**src/design/mem_queue.sv**
```systemverilog
// Valid/ready FIFO with a type-parameterized payload
// Circular buffer, exposes its occupancy for credit checks

`default_nettype none

module mem_queue #(
   parameter type payload_t = logic,
   parameter int  depth_p   = 4
) (
   input  wire                        clk_i,
   input  wire                        rst_n_i,
   input  wire                        in_valid_i,
   output logic                       in_ready_o,
   input  wire payload_t              in_data_i,
   output logic                       out_valid_o,
   input  wire                        out_ready_i,
   output payload_t                   out_data_o,
   output logic [$clog2(depth_p+1)-1:0] count_o
);

   localparam int ptr_w_lp = (depth_p > 1) ? $clog2(depth_p) : 1;

   payload_t                     entries_q [depth_p];
   logic [ptr_w_lp-1:0]          wr_ptr_q;
   logic [ptr_w_lp-1:0]          rd_ptr_q;
   logic [$clog2(depth_p+1)-1:0] count_q;
   logic                         push;
   logic                         pop;

   assign in_ready_o  = (count_q < depth_p);
   assign out_valid_o = (count_q != '0);
   assign out_data_o  = entries_q[rd_ptr_q];
   assign count_o     = count_q;

   assign push = in_valid_i & in_ready_o;
   assign pop  = out_valid_o & out_ready_i;

   always_ff @(posedge clk_i or negedge rst_n_i)
   begin
      if (!rst_n_i)
      begin
         wr_ptr_q <= '0;
         rd_ptr_q <= '0;
         count_q  <= '0;
      end
      else
      begin
         if (push)
         begin
            // Pointers wrap at depth, which need not be a power of two
            wr_ptr_q <= (wr_ptr_q == ptr_w_lp'(depth_p - 1)) ? '0 : wr_ptr_q + 1'b1;
         end
         if (pop)
         begin
            rd_ptr_q <= (rd_ptr_q == ptr_w_lp'(depth_p - 1)) ? '0 : rd_ptr_q + 1'b1;
         end
         count_q <= count_q + push - pop;
      end
   end

   always_ff @(posedge clk_i)
   begin
      if (push)
      begin
         entries_q[wr_ptr_q] <= in_data_i;
      end
   end

endmodule

`default_nettype wire

```
**config.mk**
```make
export PLATFORM = sky130hd
export DESIGN_NAME = mem_queue
export DESIGN_NICKNAME = d
export VERILOG_FILES = /design/src/design/mem_queue.sv
export SDC_FILE = /design/constraint.sdc
export NUM_CORES = 1
export LEC_CHECK = 0
export BUFFER_PORTS_ARGS = -buffer_cell sky130_fd_sc_hd__buf_4
export CAP_MARGIN = 20
export CORE_AREA = 2 2 39 41
export DETAILED_ROUTE_END_ITERATION = 7
export DIE_AREA = 0 0 41 43
export PLACE_DENSITY = 0.75
export SYNTH_ARGS = -nofsm -noshare
export SYNTH_HDL_FRONTEND = slang
export SYNTH_SLANG_ARGS = --single-unit
```
**constraint.sdc**
```tcl
create_clock -name clk_i -period 1.9 [get_ports clk_i]
set_input_delay 0.19 -clock clk_i [delete_from_list [all_inputs] [get_ports clk_i]]
set_output_delay 0.19 -clock clk_i [all_outputs]
set_load 0.005 [all_outputs]
```
# Yosys cells after proc, flatten, opt, wreduce, memory -nomap -nowiden
# Memory sizes are Yosys's and may differ from the RTL's.
# Index checks and enable logic that the tools add are counted.
# word_totals
reg_bits,7
ramBits,4
input_bits,5
output_inout_bits,6
mem_count,1
# memory_table
memory,depth,word_bits,rd,rd_clocked_by_memory_dff,write_ports,line_no,text
entries_q,4,1,1,0,1,23,payload_t entries_q [depth_p];
# op_classes
add_sub_neg,4
order_cmp,1
n_eq_ne,2
mux,4
n_bitwise,2
reduce_logical,1
# op_table
cell,n
"adder 2 x 1 -> 2 bit, second input constant",2
"== test 2 bit, second input constant",2
two-way mux 2 bit,2
adder 3 x 1 -> 3 bit,1
"less-than comparator 3 bit, second input constant",1
nonzero test 3 bit,1
subtractor 3 x 1 -> 3 bit,1
AND 1 bit,2
two-way mux 1 bit,2

# Logic depth before layout (Yosys ltp)
# depth
depth_word,4
ltp_mapped,8

# Worst setup path after synthesis
# OpenSTA, ideal clock, no wires.
# synth_path
path_kind,register to register
start,"register count_q[2], in the netlist count_o[2]"
end,"register count_q[2], in the netlist count_o[2]"
arrival_ns,1.880
required_time_ns,1.777
slack_ns,-0.102
stages_incl_launch_ff,9
period_less_slack_ns,2.002
cell_sequence,dfrtp_1 o31ai_4 inv_1 ha_1 inv_1 ha_1 fa_1 xnor2_1 xnor2_1
# synth_lines
item,line_no,text
from (decl),26,logic [$clog2(depth_p+1)-1:0] count_q;
from (signal assigned),57,count_q <= count_q + push - pop;
nonzero test 3 bit,31,assign out_valid_o = (count_q != '0);
AND 1 bit,36,assign pop = out_valid_o & out_ready_i;
net pop,28,logic pop;
subtractor 3 x 1 -> 3 bit,57,
# The timed path passes the listed nets, and every way through them passes these cells.
# A chain may end at the register's enable or synchronous reset.

# Worst setup path in the final report
# layout_path
start,"register count_q[0], in the netlist count_o[0]"
end,"register count_q[2], in the netlist count_o[2]"
# Same word-level chain as after synthesis.

==> metrics.csv <==
stage,metric,value,unit
run_status,outcome,finished with violations,
run_status,violations,negative setup slack,
logic_synthesis,synth_common_cells,"inv_1 (8), dfrtp_1 (7), ha_1 (7)",
placement,hpwl,711,um
logic_synthesis,synth.distinct_cells,13,
logic_synthesis,synth_area_per_cell,13.6,um^2
cts,cts.htree.levels,1,
floorplanning,coreArea,1380,um^2
logic_synthesis,ys_warn_count,0,
power_and_ir_drop,max-vdd-ir-drop,0.712,mV
cts,cts-root-buf,clkbuf_4,
route,drt_wl_total,916,um
timing,fmaxAchievable,519,MHz
route,wire_per_inst,11.6,um
global_routing,grt_pass1_wl,1520,um
power_and_ir_drop,p_leak,0.362,nW
floorplanning,io_pins,11,
timing,worst_slack,-0.0272,ns
cells_and_area,layout-drive-gt1-share,46.0,%
setup_path,endpoint_kind,flop,
floorplanning,fp.dieArea,1760,um^2
setup_path,critPathKind,flop to flop,
cts,clkSlewWorstSetupHoldPaths,0.07,ns
setup_path,critical_path.n_buffers_inverters,2,
timing,whs,0.119,ns
setup_path,critPathRequiredTime,2.06,ns
floorplanning,die_h,43,um
logic_synthesis,synth_top_area_share,29.9,%
logic_synthesis,syn-num-nets,56,
floorplanning,die_x,41,um
logic_synthesis,synthArstFlopShare,63.6,%
logic_synthesis,yosysTopAreaCell,dfrtp_1,
power_and_ir_drop,p_clk_share,13.6,%
setup_path,crit_slowest_cell,dfrtp_1,
logic_synthesis,synth_most_common_cell,inv_1,
timing,finClkSkew,0.00195,ns
placement,portBuffers,10,
placement,gp_congestion,0.700,
global_routing,antenna_found_initial,0,
logic_synthesis,synth_edf_count,4,
route,first_pass_iters,3,
cts,cts_tree,done,
power_and_ir_drop,power.internal,789,uW
power_and_ir_drop,powerDensity,1560,nW/um^2
route,via_per_inst,4.71,
floorplanning,rows,14,
timing,slew-limit-headroom,87.8,%
power_and_ir_drop,post-layout-total-power,1.20,mW
setup_path,slowest_delay,0.41,ns
setup_path,cp.arrival,2.09,ns
logic_synthesis,synth_area,587,um^2
run,drv_cap,0,
cells_and_area,synthToLayoutAreaGrowth,31.1,%
cts,clock_sinks,11,
timing,period_share,101,%
route,drt_iter0_markers,2,
logic_synthesis,synthCells,43,
placement,place_inst,74,
logic_synthesis,yosysSeqAreaShare,50.3,%
cells_and_area,nNetsFinal,77,
floorplanning,start_util,42.4,%
global_routing,gr-usage-all-layers,14.2,%
cts,clock_latency,0.27,ns
global_routing,grt_max_degree,8,
logic_synthesis,ys_ff_latch,11,
setup_path,cp_max_fo,2,
global_routing,globalRouteOverflowTotal,0,
timing,final-hold-violation-count,0,
route,drcViolationCount,0,
logic_synthesis,synthTopCellsByArea,"dfrtp_1 (30%), edfxtp_1 (20%), ha_1 (15%), mux2_2 (7.7%), inv_1 (5.1%)",
cts,cts_buffers,3,
power_and_ir_drop,pwr-share-seq,36.4,%
setup_path,cp_top_family,adder cells,
power_and_ir_drop,power_frac_comb,50.1,%
timing,final.min_clock_period,1.93,ns
timing,rsz0062_at_grt,yes,
logic_synthesis,synth_ff_type,dfrtp_1,
power_and_ir_drop,swShare,34.1,%
setup_path,cp_cell_sequence,"o31ai_4, inv_1, ha_1, inv_1, ha_2, fa_2, xnor2_2, xnor2_1",
setup_path,worstSetupStartpointType,flop,
power_and_ir_drop,switching_power,408,uW
timing,worstMarginPinSlew,0.183,ns
route,vias,372,
setup_path,cp_common_cell,inv_1,
worst_hold_path,holdCritPathClass,primary input to flop,
cts,clockBufferDepth,2,
cts,cts_setup_buffers,0,
cells_and_area,stdcell_count,79,
cells_and_area,diodes,0,
global_routing,grt_pass1_vias,380,
timing,setup_viol,1,
route,antenna_left,0,
timing,maxSlewViolCount,0,
-- final cells by class --
cell class,count,area [um^2]
well taps,16,20.0
flip-flops and latches,11,297
inverters,8,30.0
multi-input cells,24,274
repair buffers,16,123
fillers,118,614
clock buffers,4,26.3
-- cell families after synthesis --
group	Yosys count	synth area share [%]
XOR/XNOR	2	2.99
adder cells (fa/ha/maj)	8	18.3
AND/OR/NAND/NOR	8	8.10
AO/OA/AOI/OAI	1	3.62
multiplexers	5	11.5
buffers and inverters	8	5.12
flip-flops	11	50.3
-- timing repair --
| action | 4_1_cts | 5_1_grt |
|---|---|---|
| endpoints found under the setup margin | 1 | 1 |
| endpoints found under the hold margin | 7 | 0 |
| gates resized for setup | 2 | 0 |
| hold buffers | 1 | 0 |
| pin swaps | 0 | 0 |
-- routing by layer --
layer	global-route usage, %	vias to the layer above	part of all wire, %
met1	14.5	181	36
met2	22.5	7	55
met3	3.14	5	3.9
met4	12.0	0	4.6
met5	0	-	0
li1	-	179	-
-- metrics by stage --
stage | setup TNS, ns | cell area [um^2] | worst slack, ns | utilization [%]
final | -0.0272 | 769 | -0.0272 | 55.6
after global routing | -0.113 | 769 | -0.113 | 55.6
after CTS | -0.0451 | 769 | -0.0451 | 55.6
after detailed placement | -0.0497 | 723 | -0.0497 | 52.3
after global placement | -0.00683 | 723 | -0.00683 | 52.3
after floorplan | -0.0426 | 591 | -0.0426 | -
-- path summary, 6_finish.rpt --
path / startpoint / to / depth (start not counted) / slack [ns]
worst max-delay path: count_o[0] / count_o[2] / 8 / -0.03
worst min-delay path: in_data_i / entries_q[1] / 1 / 0.12
worst max register to register: count_o[0] / count_o[2] / 8 / -0.03
worst min register to register: rd_ptr_q[1] / rd_ptr_q[1] / 1 / 0.56
max in group asynchronous: rst_n_i / count_o[2] / 2 / 1.50
min in group asynchronous: rst_n_i / rd_ptr_q[1] / 2 / 0.26
-- power groups by stage --
stage               Clock (mW)  Combinational (mW)  Sequential [mW]
floorplan                    0               0.314            0.445
global placement             0               0.542            0.438
detailed placement           0               0.572            0.444
CTS                      0.170               0.609            0.439
global route             0.181               0.693            0.455
finish                   0.162               0.600            0.435
-- cells in the final DEF, fill, tap and decap left out --
master and count:
and2_1 4, clkbuf_4 3, xnor2_1 1, ha_2 1
edfxtp_1 4, dlygate4sd3_1 1, dfrtp_2 1, o31ai_4 1
ha_1 6, or3_1 1, xnor2_2 1, nor2b_2 1
mux2_2 4, inv_1 8, nor2_1 2, mux4_2 1
fa_2 1, buf_4 15, dfrtp_1 6, clkbuf_1 1
-- registers in the layout, indices dropped and copies added (netlist names) --
| name | cells |
|---|---|
| entries_q | 4 |
| rd_ptr_q | 2 |
| count_o | 3 |
| wr_ptr_q | 2 |
Power figures use the tool's default switching activity.
