[config.mk]
export PLATFORM = sky130hd
export DESIGN_NAME = mem_cmd_decoder
export DESIGN_NICKNAME = d
export VERILOG_FILES = /design/src/design/mem_sys_pkg.sv /design/src/design/mem_cmd_decoder.sv
export VERILOG_INCLUDE_DIRS = /design/src /design/src/design
export SDC_FILE = /design/constraint.sdc
export NUM_CORES = 1
export LEC_CHECK = 0
export ABC_AREA = 0
export BUFFER_PORTS_ARGS = -buffer_cell sky130_fd_sc_hd__buf_2
export CELL_PAD_IN_SITES_DETAIL_PLACEMENT = 1
export CELL_PAD_IN_SITES_GLOBAL_PLACEMENT = 1
export CORE_AREA = 3 3 117 119
export DETAILED_ROUTE_END_ITERATION = 8
export DIE_AREA = 0 0 120 122
export PLACE_DENSITY = 0.7
export SLEW_MARGIN = 30
export SYNTH_ARGS = -nofsm -noshare
export SYNTH_HDL_FRONTEND = slang
export SYNTH_SLANG_ARGS = --single-unit
[constraint.sdc]
create_clock -name clk_i -period 1.4 [get_ports clk_i]
set_input_delay 0 -clock clk_i [delete_from_list [all_inputs] [get_ports clk_i]]
set_output_delay 0 -clock clk_i [all_outputs]
set_load 0.02 [all_outputs]
[src/design/mem_sys_settings.svh]
// Memory subsystem settings
// Widths, queue depth, bank latency and host register map

`ifndef MEM_SYS_SETTINGS_SVH
`define MEM_SYS_SETTINGS_SVH

// Byte address and data word widths
`define MEM_SYS_ADDR_W 16
`define MEM_SYS_DATA_W 32

// Main memory depth in words
`define MEM_SYS_MEM_WORDS 256

// Bank cycles from command acceptance to response
`define MEM_SYS_LATENCY 3

// Entries per queue
`define MEM_SYS_QUEUE_DEPTH 4

// Host region, everything at or above the base
`define MEM_SYS_IO_BASE 16'hF000
`define MEM_SYS_FINISH_ADDR 16'hF000
`define MEM_SYS_PUTCHAR_ADDR 16'hF004
`define MEM_SYS_SCRATCH_ADDR 16'hF008

`endif

[src/design/mem_sys_pkg.sv]
// Memory subsystem types
// Opcode, command and response payloads, address regions

`default_nettype none

`include "mem_sys_settings.svh"

package mem_sys_pkg;

   typedef enum logic
   {
      MEM_OP_READ  = 1'b0,
      MEM_OP_WRITE = 1'b1
   } mem_op_e;

   // Command as seen at the processor-side channel
   typedef struct packed
   {
      mem_op_e                    op;
      logic [`MEM_SYS_ADDR_W-1:0] addr;
      logic [`MEM_SYS_DATA_W-1:0] data;
   } mem_cmd_t;

   // Response echoes op and address
   typedef struct packed
   {
      mem_op_e                    op;
      logic [`MEM_SYS_ADDR_W-1:0] addr;
      logic [`MEM_SYS_DATA_W-1:0] data;
   } mem_resp_t;

   // Target of a command, picked by address
   typedef enum logic
   {
      REGION_MEM  = 1'b0,
      REGION_HOST = 1'b1
   } mem_region_e;

endpackage

`default_nettype wire

[src/design/mem_cmd_decoder.sv]
// Command router and response merger
// Steers commands to the bank or host by address, merges responses host first

`default_nettype none

`include "mem_sys_settings.svh"

module mem_cmd_decoder (
   input  wire                            clk_i,
   input  wire                            rst_n_i,
   input  wire                            cmd_valid_i,
   output logic                           cmd_ready_o,
   input  wire mem_sys_pkg::mem_cmd_t     cmd_i,
   output logic                           mem_valid_o,
   input  wire                            mem_ready_i,
   output logic                           mem_op_o,
   output logic [`MEM_SYS_ADDR_W-1:0]     mem_addr_o,
   output logic [`MEM_SYS_DATA_W-1:0]     mem_data_o,
   output logic                           host_valid_o,
   input  wire                            host_ready_i,
   output logic                           host_op_o,
   output logic [`MEM_SYS_ADDR_W-1:0]     host_addr_o,
   output logic [`MEM_SYS_DATA_W-1:0]     host_data_o,
   input  wire                            mem_resp_valid_i,
   output logic                           mem_resp_ready_o,
   input  wire mem_sys_pkg::mem_resp_t    mem_resp_i,
   input  wire                            host_resp_valid_i,
   output logic                           host_resp_ready_o,
   input  wire                            host_resp_op_i,
   input  wire [`MEM_SYS_ADDR_W-1:0]      host_resp_addr_i,
   input  wire [`MEM_SYS_DATA_W-1:0]      host_resp_data_i,
   output logic                           resp_valid_o,
   input  wire                            resp_ready_i,
   output logic                           resp_op_o,
   output logic [`MEM_SYS_ADDR_W-1:0]     resp_addr_o,
   output logic [`MEM_SYS_DATA_W-1:0]     resp_data_o
);

   mem_sys_pkg::mem_region_e cmd_region;
   mem_sys_pkg::mem_region_e resp_sel;
   mem_sys_pkg::mem_region_e grant_q;
   logic                     hold_q;

   assign cmd_region = (cmd_i.addr >= `MEM_SYS_IO_BASE) ? mem_sys_pkg::REGION_HOST
                                                        : mem_sys_pkg::REGION_MEM;

   assign mem_valid_o  = cmd_valid_i & (cmd_region == mem_sys_pkg::REGION_MEM);
   assign host_valid_o = cmd_valid_i & (cmd_region == mem_sys_pkg::REGION_HOST);
   assign cmd_ready_o  = (cmd_region == mem_sys_pkg::REGION_HOST) ? host_ready_i : mem_ready_i;

   assign mem_op_o    = cmd_i.op;
   assign mem_addr_o  = cmd_i.addr;
   assign mem_data_o  = cmd_i.data;
   assign host_op_o   = cmd_i.op;
   assign host_addr_o = cmd_i.addr;
   assign host_data_o = cmd_i.data;

   // A stalled response keeps its source until taken
   assign resp_sel = hold_q ? grant_q
                   : (host_resp_valid_i ? mem_sys_pkg::REGION_HOST : mem_sys_pkg::REGION_MEM);

   always_comb
   begin
      if (resp_sel == mem_sys_pkg::REGION_HOST)
      begin
         resp_valid_o = host_resp_valid_i;
         resp_op_o    = host_resp_op_i;
         resp_addr_o  = host_resp_addr_i;
         resp_data_o  = host_resp_data_i;
      end
      else
      begin
         resp_valid_o = mem_resp_valid_i;
         resp_op_o    = mem_resp_i.op;
         resp_addr_o  = mem_resp_i.addr;
         resp_data_o  = mem_resp_i.data;
      end
   end

   assign host_resp_ready_o = resp_ready_i & (resp_sel == mem_sys_pkg::REGION_HOST);
   assign mem_resp_ready_o  = resp_ready_i & (resp_sel == mem_sys_pkg::REGION_MEM);

   always_ff @(posedge clk_i or negedge rst_n_i)
   begin
      if (!rst_n_i)
      begin
         hold_q  <= 1'b0;
         grant_q <= mem_sys_pkg::REGION_MEM;
      end
      else
      begin
         hold_q  <= resp_valid_o & ~resp_ready_i;
         grant_q <= resp_sel;
      end
   end

endmodule

`default_nettype wire

Yosys cells after proc, flatten, opt, wreduce, memory -nomap -nowiden
Cells that the tools add are included.
Storage, ports and cells
  register bits: 2
  bits of input ports: 155
Cells by class
  magnitude comparators: 1
  muxes and demuxes: 8
  bitwise gates (word level): 8
Operators by type and width (count)
  $mux 32: 1
  $ge 16x16->1 const B: 1
  $mux 16: 1
  $mux 1: 6
  $and 1x1->1: 5
  $not 1->1: 3

Longest topological paths before layout
Gate-level depths: netlist of the first run.
  word-level depth: 4
  depth in mapped cells: 3
  mapped depth without buffers: 3

Least setup slack after synthesis of the first run
Ideal clock, no wire load.
  kind: reg2out
  start point: reg hold_q
  end point: out resp_addr_o[0]
  data arrival time: 1341 ps
  data required time: 1400 ps
  setup slack: 59 ps
  stages on the path, launching flop included: 4
  path buffers: 1
  cells stage by stage: dfrtp_1 -> mux2i_4 -> buf_6 -> mux2_4
On the way
  longest elaborated chain between the ends: 2
RTL lines
  start, declared: line mem_cmd_decoder.sv:42  | logic hold_q;
  start signal, assigned: line mem_cmd_decoder.sv:92  | hold_q <= resp_valid_o & ~resp_ready_i;
  $mux 1: line mem_cmd_decoder.sv:59  | assign resp_sel = hold_q ? grant_q
  $mux 16: line mem_cmd_decoder.sv:64  | if (resp_sel == mem_sys_pkg::REGION_HOST)
  end, declared: line mem_cmd_decoder.sv:35  | output logic [`MEM_SYS_ADDR_W-1:0] resp_addr_o,
Every way passes these cells.

Worst setup path in the final report of the first run
  start point: reg hold_q
  end point: out resp_addr_o[15]
Same word-level chain as after synthesis.

==> flow_metrics.tcl, run 1 <==
set metrics [dict create \
    cts_tree "built" \
    ios 308 \
    start_util_pct 13.3 \
    drt_iter0_drc 5 \
    final_cell_area_um2 2480 \
    synth_seq_area_share_pct 2.97 \
    die_area_um2 14600 \
    power_frac_seq_pct 4.0 \
    path_class "reg2out" \
    numCtsBuffers 3 \
    path_max_fanout 27 \
    viasPerCell 3.33 \
    drive_gt1_share_pct 93.7 \
    min_period_ps 1720 \
    maxCapViolCount 0 \
    endpoint_kind "output port" \
    ir_drop_mv 0.312 \
    r2r_cells 4 \
    drcViolationCount 0 \
    ys_types 16 \
    seq_area_um2 50.0 \
    violations "negative setup slack" \
    multiInputGateArea_um2 842 \
    nFillCells 1510 \
    crit_required_ps 1400 \
    die_x_um 120 \
    p_sw_share_pct 35.5 \
    antenna_found_initial 0 \
    insertion_delay_ps 220 \
    nets 410 \
    setup_viol 51 \
    power.switching_w 0.000631 \
    hpwl_um 5220 \
    grt_max_degree 28 \
    htreeDepth 1 \
    path_cells "mux2i_4 -> buf_12 -> mux2_4 -> buf_2" \
    clock_skew_ps 1.20 \
    r2r_start "hold_q" \
    rsz0062_at_grt "true" \
    ys_ff_latch 2 \
    antenna_cells 0 \
    first_global_vias 1510 \
    hold_violations 0 \
    io_buffers 172 \
    cp-start-kind "flip-flop" \
    status "finished, violations left" \
    comb_power_share_pct 72.0 \
    p_per_area_nw_per_um2 717 \
    slowest_stage "dfrtp_1" \
    fp.dieH_um 122 \
    internal_power_w 0.00115 \
    cts_sinks 2 \
    firstDrtPassIters 3 \
    worstPathBufferInverterCount 2 \
    coreArea_um2 12700 \
    cp_data_arrival_time_ps 1720 \
    yosysWarnings 0 \
    syn_to_final_growth_pct 47.4 \
    gp_congestion 0.783 \
    worstMarginPinSlew_ps 230 \
    max_freq_mhz 582 \
    grt_pass1_wl_um 8240 \
    synth.avg_cell_area_um2 9.90 \
    ant_nets 0 \
    slowest_delay_ps 400 \
    synthCells 170 \
    whs_endpoint "host_data_o[4]" \
    syn_area_um2 1680 \
    leakage_nw 1.36 \
    reg2reg_to "grant_q" \
    clk_pin_slew_worst_paths_ps 30 \
    min_path_cells 0 \
    relSlewSlack_pct 84.4 \
    period_share_pct 123 \
    min_path_type "in2out" \
    synth_nets 325 \
    routed_wl_um 6620 \
    cts_root_buf "clkbuf_16" \
    min_from "cmd_i[4]" \
    vias 1414 \
    clockBufferDepth 2 \
    num_rows 41 \
    pre_cts_slack_ps -88.8 \
    fin_ws_ps -319 \
    pwr-share-clk_pct 24.0 \
    place_area_um2 2020 \
    crit_family "multiplexers" \
    rrSetupSlack_ps 230 \
    post_drt_wl_per_cell_um 15.6 \
    globalRoute.totalOverflow 0 \
    track_usage_pct 7.04 \
    maxSlewViolCount 0 \
]
-- worst max-delay path by stage --
stage,start,end,slack [ps],depth (start not counted)
6_report,hold_q,resp_addr_o[15],-320,4
5_1_grt,hold_q,resp_addr_o[15],-360,4
2_1_floorplan,hold_q,resp_addr_o[0],60,3
3_5_place_dp,hold_q,resp_data_o[24],-90,4
4_1_cts,hold_q,resp_addr_o[15],-320,4
3_3_place_gp,hold_q,resp_data_o[23],-50,4
-- power groups by stage --
| stage | clock, W | sequential, W | combinational, W |
|---|---|---|---|
| 2_1_floorplan | 0 | 0.0000721 | 0.00104 |
| 3_3_place_gp | 0 | 0.0000701 | 0.00100 |
| 3_5_place_dp | 0 | 0.0000710 | 0.00102 |
| 4_1_cts | 0.000433 | 0.0000709 | 0.00111 |
| 5_1_grt | 0.000436 | 0.0000713 | 0.00135 |
| 6_report | 0.000427 | 0.0000709 | 0.00128 |
-- cell usage in the layout (no fill, tap or decap), types with 2 or more instances in the layout --
master,count
dfrtp_1,2
dlygate4sd3_1,2
buf_2,130
inv_1,3
clkbuf_16,5
buf_6,44
buf_12,2
mux2_4,49
buf_4,2
nor2_1,2
-- through the flow --
step	TNS [ps]	utilization, %	instances	hold WS [ps]	total power (W)
3_5_place_dp	-3280	16.0	415	-213	0.00110
2_1_floorplan	0	-	170	-296	0.00111
5_1_grt	-16790	19.6	425	0.0427	0.00186
6_report	-14520	19.6	425	0.00809	0.00178
3_3_place_gp	-1290	16.0	415	-213	0.00107
4_1_cts	-14710	17.6	420	0.211	0.00162
-- area by class of cell --
| cell class | count | share of cell area [%] |
|---|---|---|
| Clock buffer | 3 | 3.03 |
| Timing Repair Buffer | 183 | 51.9 |
| Multi-Input combinational cell | 62 | 34.0 |
| Sequential cell | 2 | 2.02 |
| Inverter | 3 | 0.454 |
| Tap cell | 172 | 8.68 |
-- sequential cells by signal (all words and copies together), names as in the netlist --
register / count
grant_q: 1
hold_q: 1
-- cells by family after synthesis --
logic type | count (synthesis) | share of synthesized area, %
and+or+nand+nor | 7 | 2.31
muxes | 52 | 45.9
AOI/OAI and AO/OA | 3 | 1.12
DFF | 2 | 2.97
buffers and inverters | 106 | 47.7
-- synthesized netlist by cell type --
cell,number,share of area [%]
a211oi_1,1,0.45
a21oi_1,1,0.30
a31oi_1,1,0.37
and2_1,2,0.74
buf_4,98,44
buf_6,5,3.3
dfrtp_1,2,3.0
inv_1,3,0.67
mux2_2,3,2.0
mux2_4,47,42
mux2i_1,1,0.59
mux2i_4,1,1.3
nand2b_1,1,0.37
nand4_1,1,0.37
nor2_1,2,0.45
nor2b_1,1,0.37
-- what timing repair did --
| item | in CTS | in global routing |
|---|---|---|
| hold buffers | 2 | 0 |
| cloned | 0 | 3 |
| pin swaps | 0 | 1 |
| setup endpoints to repair | 51 | 51 |
| resized for setup | 37 | 54 |
| endpoints found under the hold margin | 3 | 0 |
| buffers inserted | 0 | 2 |
-- metal layers --
layer | track usage [%] | up-vias | wire [um]
met3 | 2.51 | 16 | 765
met5 | 0 | - | 0
li1 | - | 631 | -
met2 | 12.6 | 116 | 3350
met1 | 7.71 | 651 | 2400
met4 | 2.51 | 0 | 98
Power figures use the tool's default switching activity.
==> inputs of run 2 (changes only) <==
--- a/config.mk
+++ b/config.mk
@@ -13,7 +13,7 @@
 export CORE_AREA = 3 3 117 119
 export DETAILED_ROUTE_END_ITERATION = 8
 export DIE_AREA = 0 0 120 122
-export PLACE_DENSITY = 0.7
+export PLACE_DENSITY_LB_ADDON = 0.1
 export SLEW_MARGIN = 30
 export SYNTH_ARGS = -nofsm -noshare
 export SYNTH_HDL_FRONTEND = slang
==> run 2 against run 1 <==
Net effect: via count increased by 0.78%; global-route usage increased by 0.46 points; die area unchanged; setup slack improved by 9.9 ps; critical endpoint is now resp_data_o[18]; count of clock-buffer cells in the layout unchanged; the run still ends with negative setup slack left; routed wire length decreased by 1.8%; highest routed layer unchanged.
==> flow_metrics.tcl, run 2 (same netlist as run 1, synthesis figures left out) <==
set metrics [dict create \
    r2r_cells 5 \
    final_cell_mix "buf_2, mux2_4, buf_6" \
    antenna_found_initial 0 \
    htreeDepth 1 \
    setup_viol 51 \
    slowest_delay_ps 390 \
    worstPathBufferInverterCount 3 \
    ant_nets 0 \
    slowest_stage "dfrtp_1" \
    globalRoute.totalOverflow 0 \
    min_path_cells 0 \
    endpoint_kind "output port" \
    die_x_um 120 \
    coreArea_um2 12700 \
    whs_endpoint "host_addr_o[5]" \
    clockBufferDepth 2 \
    crit_path_frequent_cell "buf_6" \
    die_area_um2 14600 \
    clock_skew_ps 1.31 \
    fp.dieH_um 122 \
    nFillCells 1503 \
    drcViolationCount 0 \
    final_util_pct 20.3 \
    syn_to_final_growth_pct 52.9 \
    io_buffers 172 \
    ios 308 \
    cp_data_arrival_time_ps 1710 \
    rrSetupSlack_ps 140 \
    period_share_pct 122 \
    cts_tree "built" \
    hpwl_um 5140 \
    r2r_start "hold_q" \
    rsz0062_at_grt "true" \
    first_global_vias 1518 \
    cp-start-kind "flip-flop" \
    gp_congestion 0.660 \
    min_from "cmd_i[37]" \
    drive_gt1_share_pct 93.4 \
    layout_commonest_cell "buf_2" \
    clk_pin_slew_worst_paths_ps 30 \
    numCtsBuffers 3 \
    crit_family "multiplexers" \
    p_per_area_nw_per_um2 714 \
    maxCapViolCount 0 \
    worstMarginPinSlew_ps 250 \
    start_util_pct 13.3 \
    track_usage_pct 7.50 \
    reg2reg_to "grant_q" \
    min_period_ps 1710 \
    cts_sinks 2 \
    num_rows 41 \
    post_drt_wl_per_cell_um 15.1 \
    relSlewSlack_pct 83.3 \
    antenna_cells 0 \
    min_path_type "in2out" \
    cts_root_buf "clkbuf_16" \
    violations "negative setup slack" \
    firstDrtPassIters 2 \
    finalPower_w 0.00184 \
    routed_wl_um 6500 \
    status "finished, violations left" \
    hold_violations 0 \
    leakage_nw 1.41 \
    max_freq_mhz 585 \
    vias 1425 \
    fin_ws_ps -309 \
    largestRegisters "grant_q (1), hold_q (1)" \
    grt_pass1_wl_um 8580 \
    path_class "reg2out" \
    viasPerCell 3.31 \
    path_max_fanout 7 \
    maxSlewViolCount 0 \
    nets 416 \
    grt_max_degree 15 \
    insertion_delay_ps 220 \
    drt_iter0_drc 6 \
    crit_required_ps 1400 \
    path_cells "mux2i_4 -> buf_6 -> clkbuf_16 -> mux2_4 -> buf_6" \
    ir_drop_mv 0.261 \
]
==> run 2: cell count changes in the layout (fill, tap and decap cells not counted), sizes merged <==
cell | before | now
clkbuf | 5 | 6
buf | 179 | 184
==> run 2: layer usage <==
metal	track usage (%)	wire length, um	up-vias
li1	-	-	644
met1	7.32	2150	625
met2	13.3	3210	124
met3	2.97	839	32
met4	4.58	293	0
met5	0	0	-
==> run 2: stage by stage <==
step | hold slack, ps | cell area (um^2) | instances | setup TNS, ps | worst slack, ps
finish | 0.0109 | 2570 | 431 | -13390 | -309
global placement | -211 | 2020 | 415 | -2700 | -91.6
detailed placement | -209 | 2020 | 415 | -2660 | -89.9
floorplan | -296 | 1680 | 170 | 0 | 58.9
global route | 0.0471 | 2570 | 431 | -16120 | -365
CTS | 0.200 | 2450 | 427 | -13000 | -308
==> run 2: report_power, final <==
| group | leakage [nW] | switching [W] | internal (W) |
|---|---|---|---|
| clock network | 0.0370 | 0.0000659 | 0.000363 |
| registers | 0.0242 | 0.00000589 | 0.0000638 |
| logic | 1.35 | 0.000566 | 0.000773 |
| total | 1.41 | 0.000638 | 0.00120 |
==> run 2: layout make-up <==
class / count / area, um^2 / area share (%)
inverter: 3 / 11.3 / 0.438
multi-input combinational: 62 / 840 / 32.6
tap: 172 / 215 / 8.37
timing repair buffer: 189 / 1380 / 53.7
clock buffer: 3 / 75.1 / 2.92
sequential: 2 / 50.0 / 1.95
==> run 2: what timing repair did <==
action	4_1_cts	5_1_grt
hold endpoints to repair	3	0
pin swaps	1	0
endpoints found under the setup margin	51	51
buffers inserted	5	2
hold buffers	2	0
gates resized for setup	74	17
gates cloned	3	3
==> run 2: worst max-delay path by stage <==
stage	start	to	slack [ps]	cells after the start
global route	hold_q	resp_data_o[18]	-360	5
global placement	hold_q	resp_op_o	-90	4
finish	hold_q	resp_data_o[18]	-310	5
detailed placement	hold_q	resp_data_o[23]	-90	4
floorplan	hold_q	resp_addr_o[0]	60	3
CTS	hold_q	resp_op_o	-310	5
