===== src/design/mem_sys_settings.svh =====
// Memory subsystem settings
// Widths, queue depth, bank latency and host register map

`ifndef MEM_SYS_SETTINGS_SVH
`define MEM_SYS_SETTINGS_SVH

// Byte address and data word widths
`define MEM_SYS_ADDR_W 16
`define MEM_SYS_DATA_W 32

// Main memory depth in words
`define MEM_SYS_MEM_WORDS 256

// Bank cycles from command acceptance to response
`define MEM_SYS_LATENCY 3

// Entries per queue
`define MEM_SYS_QUEUE_DEPTH 4

// Host region, everything at or above the base
`define MEM_SYS_IO_BASE 16'hF000
`define MEM_SYS_FINISH_ADDR 16'hF000
`define MEM_SYS_PUTCHAR_ADDR 16'hF004
`define MEM_SYS_SCRATCH_ADDR 16'hF008

`endif


===== src/design/mem_sys_pkg.sv =====
// Memory subsystem types
// Opcode, command and response payloads, address regions

`default_nettype none

`include "mem_sys_settings.svh"

package mem_sys_pkg;

   typedef enum logic
   {
      MEM_OP_READ  = 1'b0,
      MEM_OP_WRITE = 1'b1
   } mem_op_e;

   // Command as seen at the processor-side channel
   typedef struct packed
   {
      mem_op_e                    op;
      logic [`MEM_SYS_ADDR_W-1:0] addr;
      logic [`MEM_SYS_DATA_W-1:0] data;
   } mem_cmd_t;

   // Response echoes op and address
   typedef struct packed
   {
      mem_op_e                    op;
      logic [`MEM_SYS_ADDR_W-1:0] addr;
      logic [`MEM_SYS_DATA_W-1:0] data;
   } mem_resp_t;

   // Target of a command, picked by address
   typedef enum logic
   {
      REGION_MEM  = 1'b0,
      REGION_HOST = 1'b1
   } mem_region_e;

endpackage

`default_nettype wire


===== src/design/host_dev.sv =====
// Host device with finish, putchar and scratch registers
// Serves one command at a time from a single response register

`default_nettype none

`include "mem_sys_settings.svh"

module host_dev (
   input  wire                          clk_i,
   input  wire                          rst_n_i,
   input  wire                          cmd_valid_i,
   output logic                         cmd_ready_o,
   input  wire                          cmd_op_i,
   input  wire [`MEM_SYS_ADDR_W-1:0]    cmd_addr_i,
   input  wire [`MEM_SYS_DATA_W-1:0]    cmd_data_i,
   output logic                         resp_valid_o,
   input  wire                          resp_ready_i,
   output logic                         resp_op_o,
   output logic [`MEM_SYS_ADDR_W-1:0]   resp_addr_o,
   output logic [`MEM_SYS_DATA_W-1:0]   resp_data_o,
   output logic                         finish_o,
   output logic                         char_valid_o,
   output logic [7:0]                   char_o
);

   logic                       cmd_accept;
   logic                       is_write;
   logic [`MEM_SYS_DATA_W-1:0] scratch_q;
   logic [`MEM_SYS_DATA_W-1:0] rd_data;

   assign cmd_ready_o = ~resp_valid_o;
   assign cmd_accept  = cmd_valid_i & cmd_ready_o;
   assign is_write    = (cmd_op_i == mem_sys_pkg::MEM_OP_WRITE);

   // Unmapped reads return zero
   assign rd_data = (cmd_addr_i == `MEM_SYS_SCRATCH_ADDR) ? scratch_q : '0;

   always_ff @(posedge clk_i or negedge rst_n_i)
   begin
      if (!rst_n_i)
      begin
         resp_valid_o <= 1'b0;
         finish_o     <= 1'b0;
         char_valid_o <= 1'b0;
         scratch_q    <= '0;
      end
      else
      begin
         if (cmd_accept)
         begin
            resp_valid_o <= 1'b1;
         end
         else if (resp_ready_i)
         begin
            resp_valid_o <= 1'b0;
         end
         if (cmd_accept && is_write && (cmd_addr_i == `MEM_SYS_FINISH_ADDR))
         begin
            finish_o <= 1'b1;
         end
         char_valid_o <= cmd_accept & is_write & (cmd_addr_i == `MEM_SYS_PUTCHAR_ADDR);
         if (cmd_accept && is_write && (cmd_addr_i == `MEM_SYS_SCRATCH_ADDR))
         begin
            scratch_q <= cmd_data_i;
         end
      end
   end

   always_ff @(posedge clk_i)
   begin
      if (cmd_accept)
      begin
         resp_op_o   <= cmd_op_i;
         resp_addr_o <= cmd_addr_i;
         resp_data_o <= is_write ? cmd_data_i : rd_data;
         char_o      <= cmd_data_i[7:0];
      end
   end

endmodule

`default_nettype wire


===== config.mk =====
export PLATFORM = sky130hd
export DESIGN_NAME = host_dev
export DESIGN_NICKNAME = d
export VERILOG_FILES = /design/src/design/mem_sys_pkg.sv /design/src/design/host_dev.sv
export VERILOG_INCLUDE_DIRS = /design/src /design/src/design
export SDC_FILE = /design/constraint.sdc
export NUM_CORES = 1
export LEC_CHECK = 0
export BUFFER_PORTS_ARGS = -buffer_cell sky130_fd_sc_hd__buf_2
export CAP_MARGIN = 40
export CORE_MARGIN = 1
export CORE_UTILIZATION = 30
export CTS_CLUSTER_DIAMETER = 50
export CTS_CLUSTER_SIZE = 30
export DETAILED_ROUTE_END_ITERATION = 6
export PLACE_DENSITY = 0.55
export SLEW_MARGIN = 20
export SYNTH_ARGS = -nofsm -noshare
export SYNTH_HDL_FRONTEND = slang
export SYNTH_SLANG_ARGS = --single-unit

===== constraint.sdc =====
create_clock -name clk_i -period 4.05 [get_ports clk_i]
set_input_delay 1.0125 -clock clk_i [delete_from_list [all_inputs] [get_ports clk_i]]
set_output_delay 1.0125 -clock clk_i [all_outputs]
set_load 0.02 [all_outputs]

### Word-level counts from Yosys, hierarchy flattened

Index checks and enable logic that the tools add are counted.

* bits in latches: 0
* RAM bits: 0
* register bits: 92
* bits in read-only memories: 0
* memories: 0

* $add $sub $neg: 0
* shifts and indexed selects: 0
* magnitude comparators: 0
* eq/ne operators: 3
* muxes and demuxes: 4
* reduce and logical (&&, ||, !) cells: 4
* bitwise logic cells: 4
* $mul: 0
* divide/modulo/power cells: 0

Operators with widths (count)
* $mux 32: 2
* $eq 16x16->1 const B: 3
* $and 1x1->1: 3
* $logic_and 1x1->1: 3
* $mux 1: 2
* $reduce_bool 2->1: 1
* $not 1->1: 1

### Depth between registers and ports, before layout

Gate-level depths: netlist of run 1.

* depth after elaboration: 4
* depth in mapped cells: 5

### Worst setup path after synthesis of run 1

Ideal clock, no wire load.

* kind: in2reg
* start: in cmd_valid_i
* end: reg char_o[0] (enable)
* cell stages on the path: 1
* path slack: 0.021 ns
* arrival: 3.550 ns
* setup time: 0.479 ns
* cell sequence: nor2b_1

* word-level cells in the longest chain between the ends: 1

RTL lines
* start: declaration: RTL line host_dev.sv:11 `input wire cmd_valid_i,`
* $and 1x1->1: RTL line host_dev.sv:32 `assign cmd_accept = cmd_valid_i & cmd_ready_o;`
* end signal: assignment: RTL line host_dev.sv:76 `char_o <= cmd_data_i[7:0];`
* end: declaration: RTL line host_dev.sv:23 `output logic [7:0] char_o`

No other way between the ends.
A chain may end at the register's enable or synchronous reset.

### Worst setup path in the final report of run 1

* start: in cmd_op_i
* end: reg scratch_q[25]

* word-level cells in the longest chain between the ends: 2

RTL lines
* start: declaration: RTL line host_dev.sv:13 `input wire cmd_op_i,`
* $logic_and 1x1->1 (2 in series): RTL line host_dev.sv:62 `` if (cmd_accept && is_write && (cmd_addr_i == `MEM_SYS_SCRATCH_ADDR)) ``
* end signal: assignment: RTL line host_dev.sv:64 `scratch_q <= cmd_data_i;`
* end: declaration: RTL line host_dev.sv:28 `` logic [`MEM_SYS_DATA_W-1:0] scratch_q; ``

No other way between the ends.

==> reports/metrics.cfg, run 1 <==
[outcome]
status = completed

[routing]
wire_per_inst_um = 15.1
via_per_inst = 4.53
ant_nets = 0
drt-initial-drc-count = 113
vias = 2045
wl_mm = 6.82
dr.pass1.iters = 4
drc = 0

[sta]
slew_headroom = 0.504
setup_slack_ps = 1520
finalSetupViolations = 0
drv_slew = 0
fin_crit_sh = 0.624
whs_ps = 473
fin_setup_tns_ps = 0
finalHoldViolCount = 0
max_freq_mhz = 395
min_period_ps = 2530
worst_pin_slew_ps = 742
clock_skew_ps = 6.92
rsz0062_at_grt = no

[clock_tree]
clock_path_buffers = 2
htreeDepth = 3
clock_latency_ps = 330
cts_tree = done
cts-root-buf = clkbuf_16
clock-sinks = 92
post-cts-setup-buffer-count = 0
holdBufCountCts = 0
cts_resized = 0
cts_buffers = 9
path_clk_slew_ps = 70

[die]
num_rows = 39
io_pins = 114
fp.coreArea_um2 = 11500
die_w_um = 111
die_h_um = 111
dieArea_um2 = 12200
initial_core_util = 0.308

[yosys]
synth_top_area_share = 0.485
synth_top_area_cell = edfxtp_1
synth_area_per_cell_um2 = 19.3
synth_area_leaders = edfxtp_1 48%, dfrtp_1 25%, mux2_4 13%
yosysWarnings = 0
syn_nets = 236
yosysSeqAreaShare = 0.733
synth_cell_types = 22
synth_area_um2 = 3530
synthCells = 183
yosys_register_bits = 92

[power]
p_switching_mw = 0.488
power_density_nw_per_um2 = 477
switching_share = 0.220
power_frac_comb = 0.089
power_leakage_nw = 2.06
p_clk_frac = 0.430
vdd_drop_max_mv = 0.202
p_int_mw = 1.73
pwr-share-seq = 0.481

[finish]
fin_area_um2 = 4650
final_nets = 356
area_delta_synth_final_pct = 31.6
diodes = 0
drive_gt1_frac = 0.555
fin_util = 0.405

[place]
post_dp_cell_area_um2 = 4280
finalWeightedCongestion = 0.663
dp_hpwl_mm = 4.54
pre_cts_slack_ps = 1110
numPortBuffers = 113

[hold_path]
min_to = finish_o
whs_path_depth = 1
worstHoldStart = finish_o
min_path_type = reg -> reg

[worst_setup_path]
reg2reg_depth = 4
rrSetupSlack_ps = 2300
startpoint_type = primary input
r2r-end = scratch_q[25]
end_kind = flop
r2r-start = resp_valid_o
crit_fanout = 35
cp.required_ps = 4270
arrival_ps = 2750
path_class = in -> reg

[grt]
antenna_found_initial = 0
grt_overflow = 0
grt_pass1_wl_mm = 11.4
grt_pass1_vias = 2188
grt_max_degree = 36
grtUsageTotal = 0.121

[job]
drv_cap = 0

-- area by class of cell --
type                    count  area (um^2)
fillers                  1059         6820
flip-flops and latches     92         2590
multi-input cells          79          890
repair buffers            119          643
clock buffers              10          229
well taps                 143          179
clock inverters             6          111
inverters                   2         7.51
-- worst max path at each step --
stage | depth (start not counted) | slack (ps) | from | endpoint
6_report | 5 | 1520 | cmd_op_i | scratch_q[25]
5_1_grt | 5 | 1370 | cmd_op_i | scratch_q[15]
4_1_cts | 5 | 1470 | cmd_op_i | scratch_q[14]
3_5_place_dp | 5 | 1110 | cmd_op_i | scratch_q[21]
3_3_place_gp | 5 | 1190 | cmd_op_i | scratch_q[21]
2_1_floorplan | 1 | 20 | cmd_valid_i | char_o[0]
-- power groups by stage --
stage                     logic (mW)  clock network [mW]  registers [mW]
after floorplan               0.0437                   0            1.15
after global placement         0.197                   0            1.08
after detailed placement       0.198                   0            1.09
after CTS                      0.199               0.978            1.07
after global routing           0.214                1.02            1.07
final                          0.198               0.953            1.07
-- worst max-delay path: stages --
cell and delay (ps):
buf_2 520, nand4bb_1 280, nor4_4 220, buf_4 370, mux2_4 330
-- synth_stat cells --
cell type  count
edfxtp_1      57
dfrtp_1       35
a22o_1        32
mux2_4        30
clkbuf_1       4
buf_2          3
buf_6          3
inv_1          2
mux2_2         2
nand2_1        2
nor4_1         2
a21o_1         1
and2_1         1
nand4_1        1
nand4bb_1      1
nor2_1         1
nor2b_1        1
nor4_2         1
nor4_4         1
o21bai_1       1
or2_2          1
or4_4          1
-- state kept, by name, indices dropped and copies added, names as in the netlist --
register      cells
char_o            8
char_valid_o      1
finish_o          1
resp_addr_o      16
resp_data_o      32
resp_op_o         1
resp_valid_o      1
scratch_q        32
-- layer usage --
metal | up-vias | part of all wire | global-route usage
li1 | 960 | - | -
met1 | 992 | 0.47 | 0.162
met2 | 82 | 0.45 | 0.174
met3 | 11 | 0.071 | 0.0423
met4 | 0 | 0.017 | 0.0551
met5 | - | 0 | 0
-- placed cells by master, fill, tap and decap left out, types with 2 or more instances in the layout --
cell type and n:
buf_2 113, bufinv_16 3, clkbuf_16 9, buf_4 4, nor4_4 2, dfrtp_1 35, edfxtp_1 57, mux2_4 30
inv_1 2, nor4_1 2, mux2_2 2, a22o_1 32, nand2_1 2
-- logic make-up (layout without fill, tap and decap cells) --
| group | Yosys count | after routing | synth area share |
|---|---|---|---|
| and+or+nand+nor | 13 | 13 | 0.0298 |
| buffers and inverters | 12 | 137 | 0.0202 |
| AOI/OAI and AO/OA | 34 | 34 | 0.0836 |
| muxes | 32 | 32 | 0.134 |
| DFF | 92 | 92 | 0.733 |
-- per-stage QoR --
stage	std cells	power [mW]
finish	451	2.22
floorplan	183	1.19
global placement	434	1.28
global route	451	2.30
CTS	450	2.24
detailed placement	434	1.28
Power figures use the tool's default switching activity.
==> run 2: changes to the inputs <==
- ABC_AREA: default -> 1
- PLACE_DENSITY: 0.55 -> 0.54
- clock period: 4.05 -> 2.4 ns (I/O delays scaled with it)
==> run 2 against run 1 <==
- clock skew increased by 1.1 ps
- via count increased by 40%
- final cell count increased by 39%
- core utilization decreased by 1.7 points
- critical path depth increased by 1
- non-clock buffer count increased by 3
- routed wire length increased by 35%
- global-route usage increased by 2.7 points
- first-iteration DRC count increased by 45%
- synthesized cell count increased by 87%
- combinational power increased by 84%
- clock-buffer cell count increased by 1
==> reports/metrics.cfg, run 2 <==
[outcome]
status = completed

[sta]
slew_headroom = 0.589  ; +0.0847
worst_pin_slew_ps = 616  ; -126 ps
fin_crit_sh = 0.736
fin_setup_tns_ps = 0  ; unchanged
min_period_ps = 1770
drv_slew = 0  ; unchanged
finalSetupViolations = 0  ; unchanged
clock_skew_ps = 8.01  ; +1.08 ps
max_freq_mhz = 566
finalHoldViolCount = 0  ; unchanged
rsz0062_at_grt = no

[yosys]
synth_cell_types = 21  ; -4.5%
async_flop_share = 0.380  ; unchanged
synth_most_common_cell = nand2_1
muxShareOfSynthArea = 0  ; -0.134
yosysWarnings = 0  ; unchanged
synth_top_family_by_area = simple AND/OR/NAND/NOR gates
synthXorXnorAreaFrac = 0  ; unchanged
synth_top_area_share = 0.437  ; -0.0477
synth_area_um2 = 3920  ; +11%
synthCells = 342  ; +87%
synth_compound_area_frac = 0.0728  ; -0.0108
synth_top_area_cell = edfxtp_1
synthAdderAreaFrac = 0  ; unchanged
syn_nets = 395  ; +67%
yosys.area_share.simple = 0.216  ; +0.186
synth_area_per_cell_um2 = 11.5  ; -41%
yosysSeqAreaShare = 0.660  ; -0.0721
synth_edf_count = 57  ; unchanged
yosys_register_bits = 92  ; unchanged
synth_area_leaders = edfxtp_1 44%, dfrtp_1 22%, nand2_1 13%
synth_flop_cell = edfxtp_1
synth.top_cells.by_count = 137 x nand2_1, 57 x edfxtp_1, 35 x dfrtp_1

[clock_tree]
post-cts-setup-buffer-count = 0  ; unchanged
cts_resized = 0  ; unchanged
cts_tree = done
clock-sinks = 92  ; unchanged
holdBufCountCts = 0  ; unchanged
cts-root-buf = clkbuf_16
path_clk_slew_ps = 70  ; about the same
clock_path_buffers = 2  ; unchanged
clock_latency_ps = 340  ; about the same
cts_buffers = 9  ; unchanged
htreeDepth = 3  ; unchanged

[worst_setup_path]
reg2reg_depth = 6  ; +2
crit_fanout = 32  ; -8.6%
end_kind = flop
path_class = in -> reg
arrival_ps = 1940  ; -810 ps
startpoint_type = primary input
cp.required_ps = 2580  ; -1690 ps

[finish]
fin_util = 0.389  ; -0.0166
drive_gt1_frac = 0.394  ; -0.161
instances_no_fill = 629  ; +39%
diodes = 0  ; unchanged
final_nets = 505  ; +42%
area_delta_synth_final_pct = 25.7
mostFrequentLayoutCells = 137 x nand2_1, 113 x buf_2, 57 x edfxtp_1
biggestRegsByFlops = resp_data_o: 32 flops, scratch_q: 32 flops, resp_addr_o: 16 flops
final_common_cell = nand2_1

[place]
placedCellCount = 613  ; +41%
numPortBuffers = 113  ; unchanged
finalWeightedCongestion = 0.732  ; +10%
dp_hpwl_mm = 5.97  ; +31%

[grt]
grt_util_met3 = 0.0519  ; +0.00963
gr-usage-met2 = 0.249  ; +0.0750
antenna_found_initial = 0  ; unchanged
grtUsageTotal = 0.147  ; +0.0266
grt_pass1_wl_mm = 14.7  ; +29%
busiest_layer = met2
grt_overflow = 0  ; unchanged
grt_max_degree = 34  ; -5.6%
grt_pass1_vias = 2901  ; +33%
use_met1 = 0.169  ; +0.00641

[die]
dieArea_um2 = 13500  ; +11%
die_w_um = 116  ; +5.2%
initial_core_util = 0.309  ; +0.00115
io_pins = 114  ; unchanged
die_h_um = 116  ; +5.2%
num_rows = 41  ; +5.1%
fp.coreArea_um2 = 12700  ; +10%

[routing]
via_per_inst = 4.54  ; about the same
vias = 2853  ; +40%
wire_per_inst_um = 14.6  ; -3.2%
drt-initial-drc-count = 164  ; +45%
dr.pass1.iters = 4  ; unchanged
wl_mm = 9.21  ; +35%
drc = 0  ; unchanged
ant_nets = 0  ; unchanged

[power]
power_density_nw_per_um2 = 733  ; +54%
power_leakage_nw = 2.22  ; +7.9%
total_power_mw = 3.61  ; +63%
vdd_drop_max_mv = 0.432  ; +110%

[job]
drv_cap = 0  ; unchanged

[hold_path]
min_path_type = in -> async

-- run 2: cell count changes after synthesis, moves of 4 or more --
| cell | delta |
|---|---|
| inv_2 | +4 |
| o21ai_2 | +30 |
| mux2_4 | -30 |
| a22o_1 | -32 |
| nand4_1 | +31 |
| nor2_1 | +6 |
| buf_4 | +11 |
| nand2_1 | +135 |
-- run 2: path summary, 6_finish.rpt --
| check | to | slack (ps) | startpoint |
|---|---|---|---|
| max | resp_data_o[27] | 630 | cmd_addr_i[11] |
| min | scratch_q[11] | 150 | rst_n_i |
| max reg2reg | scratch_q[7] | 950 | resp_valid_o |
| min reg2reg | scratch_q[11] | 470 | scratch_q[11] |
| max in group asynchronous | scratch_q[21] | 1810 | rst_n_i |
| min in group clk_i | resp_addr_o[6] | 450 | cmd_addr_i[6] |
-- run 2: metrics by stage --
stage	hold slack (ps)	worst slack [ps]	cell area (um^2)
finish	149	634	4920
global route	144	510	4920
CTS	142	623	4920
detailed placement	458	272	4610
global placement	454	325	4590
floorplan	304	166	3920
-- run 2: where the power goes --
| group | leakage (nW) | internal, mW | total [mW] | switching [mW] |
|---|---|---|---|---|
| Combinational | 1.04 | 0.113 | 0.365 | 0.252 |
| Clock | 0.153 | 0.834 | 1.45 | 0.613 |
| Sequential | 1.03 | 1.78 | 1.80 | 0.0207 |
| Total | 2.22 | 2.73 | 3.61 | 0.885 |
-- run 2: layout make-up --
class | instances | area [um^2]
well taps | 172 | 215
multi-input cells | 220 | 1140
repair buffers | 122 | 646
clock buffers | 11 | 275
fillers | 1286 | 7750
flip-flops and latches | 92 | 2590
inverters | 7 | 26.3
clock inverters | 5 | 36.3
-- run 2: cell families (layout without fill, tap and decap cells) --
kind of cell / count (synthesis) / after routing
AOI/OAI and AO/OA: 34 / 34
and+or+nand+nor: 186 / 186
DFF: 92 / 92
buffers and inverters: 30 / 145
-- run 2: critical path, stage by stage --
cell and delay (ps):
buf_2 110, nor2_1 90, nand2_1 140, nor2_8 340, nand2_4 390, o21ai_1 250
-- run 2: layer usage --
| layer | up-vias | wire (um) |
|---|---|---|
| met5 | - | 0 |
| met4 | 0 | 137 |
| met3 | 12 | 615 |
| met2 | 99 | 4620 |
| met1 | 1348 | 3830 |
| li1 | 1394 | - |
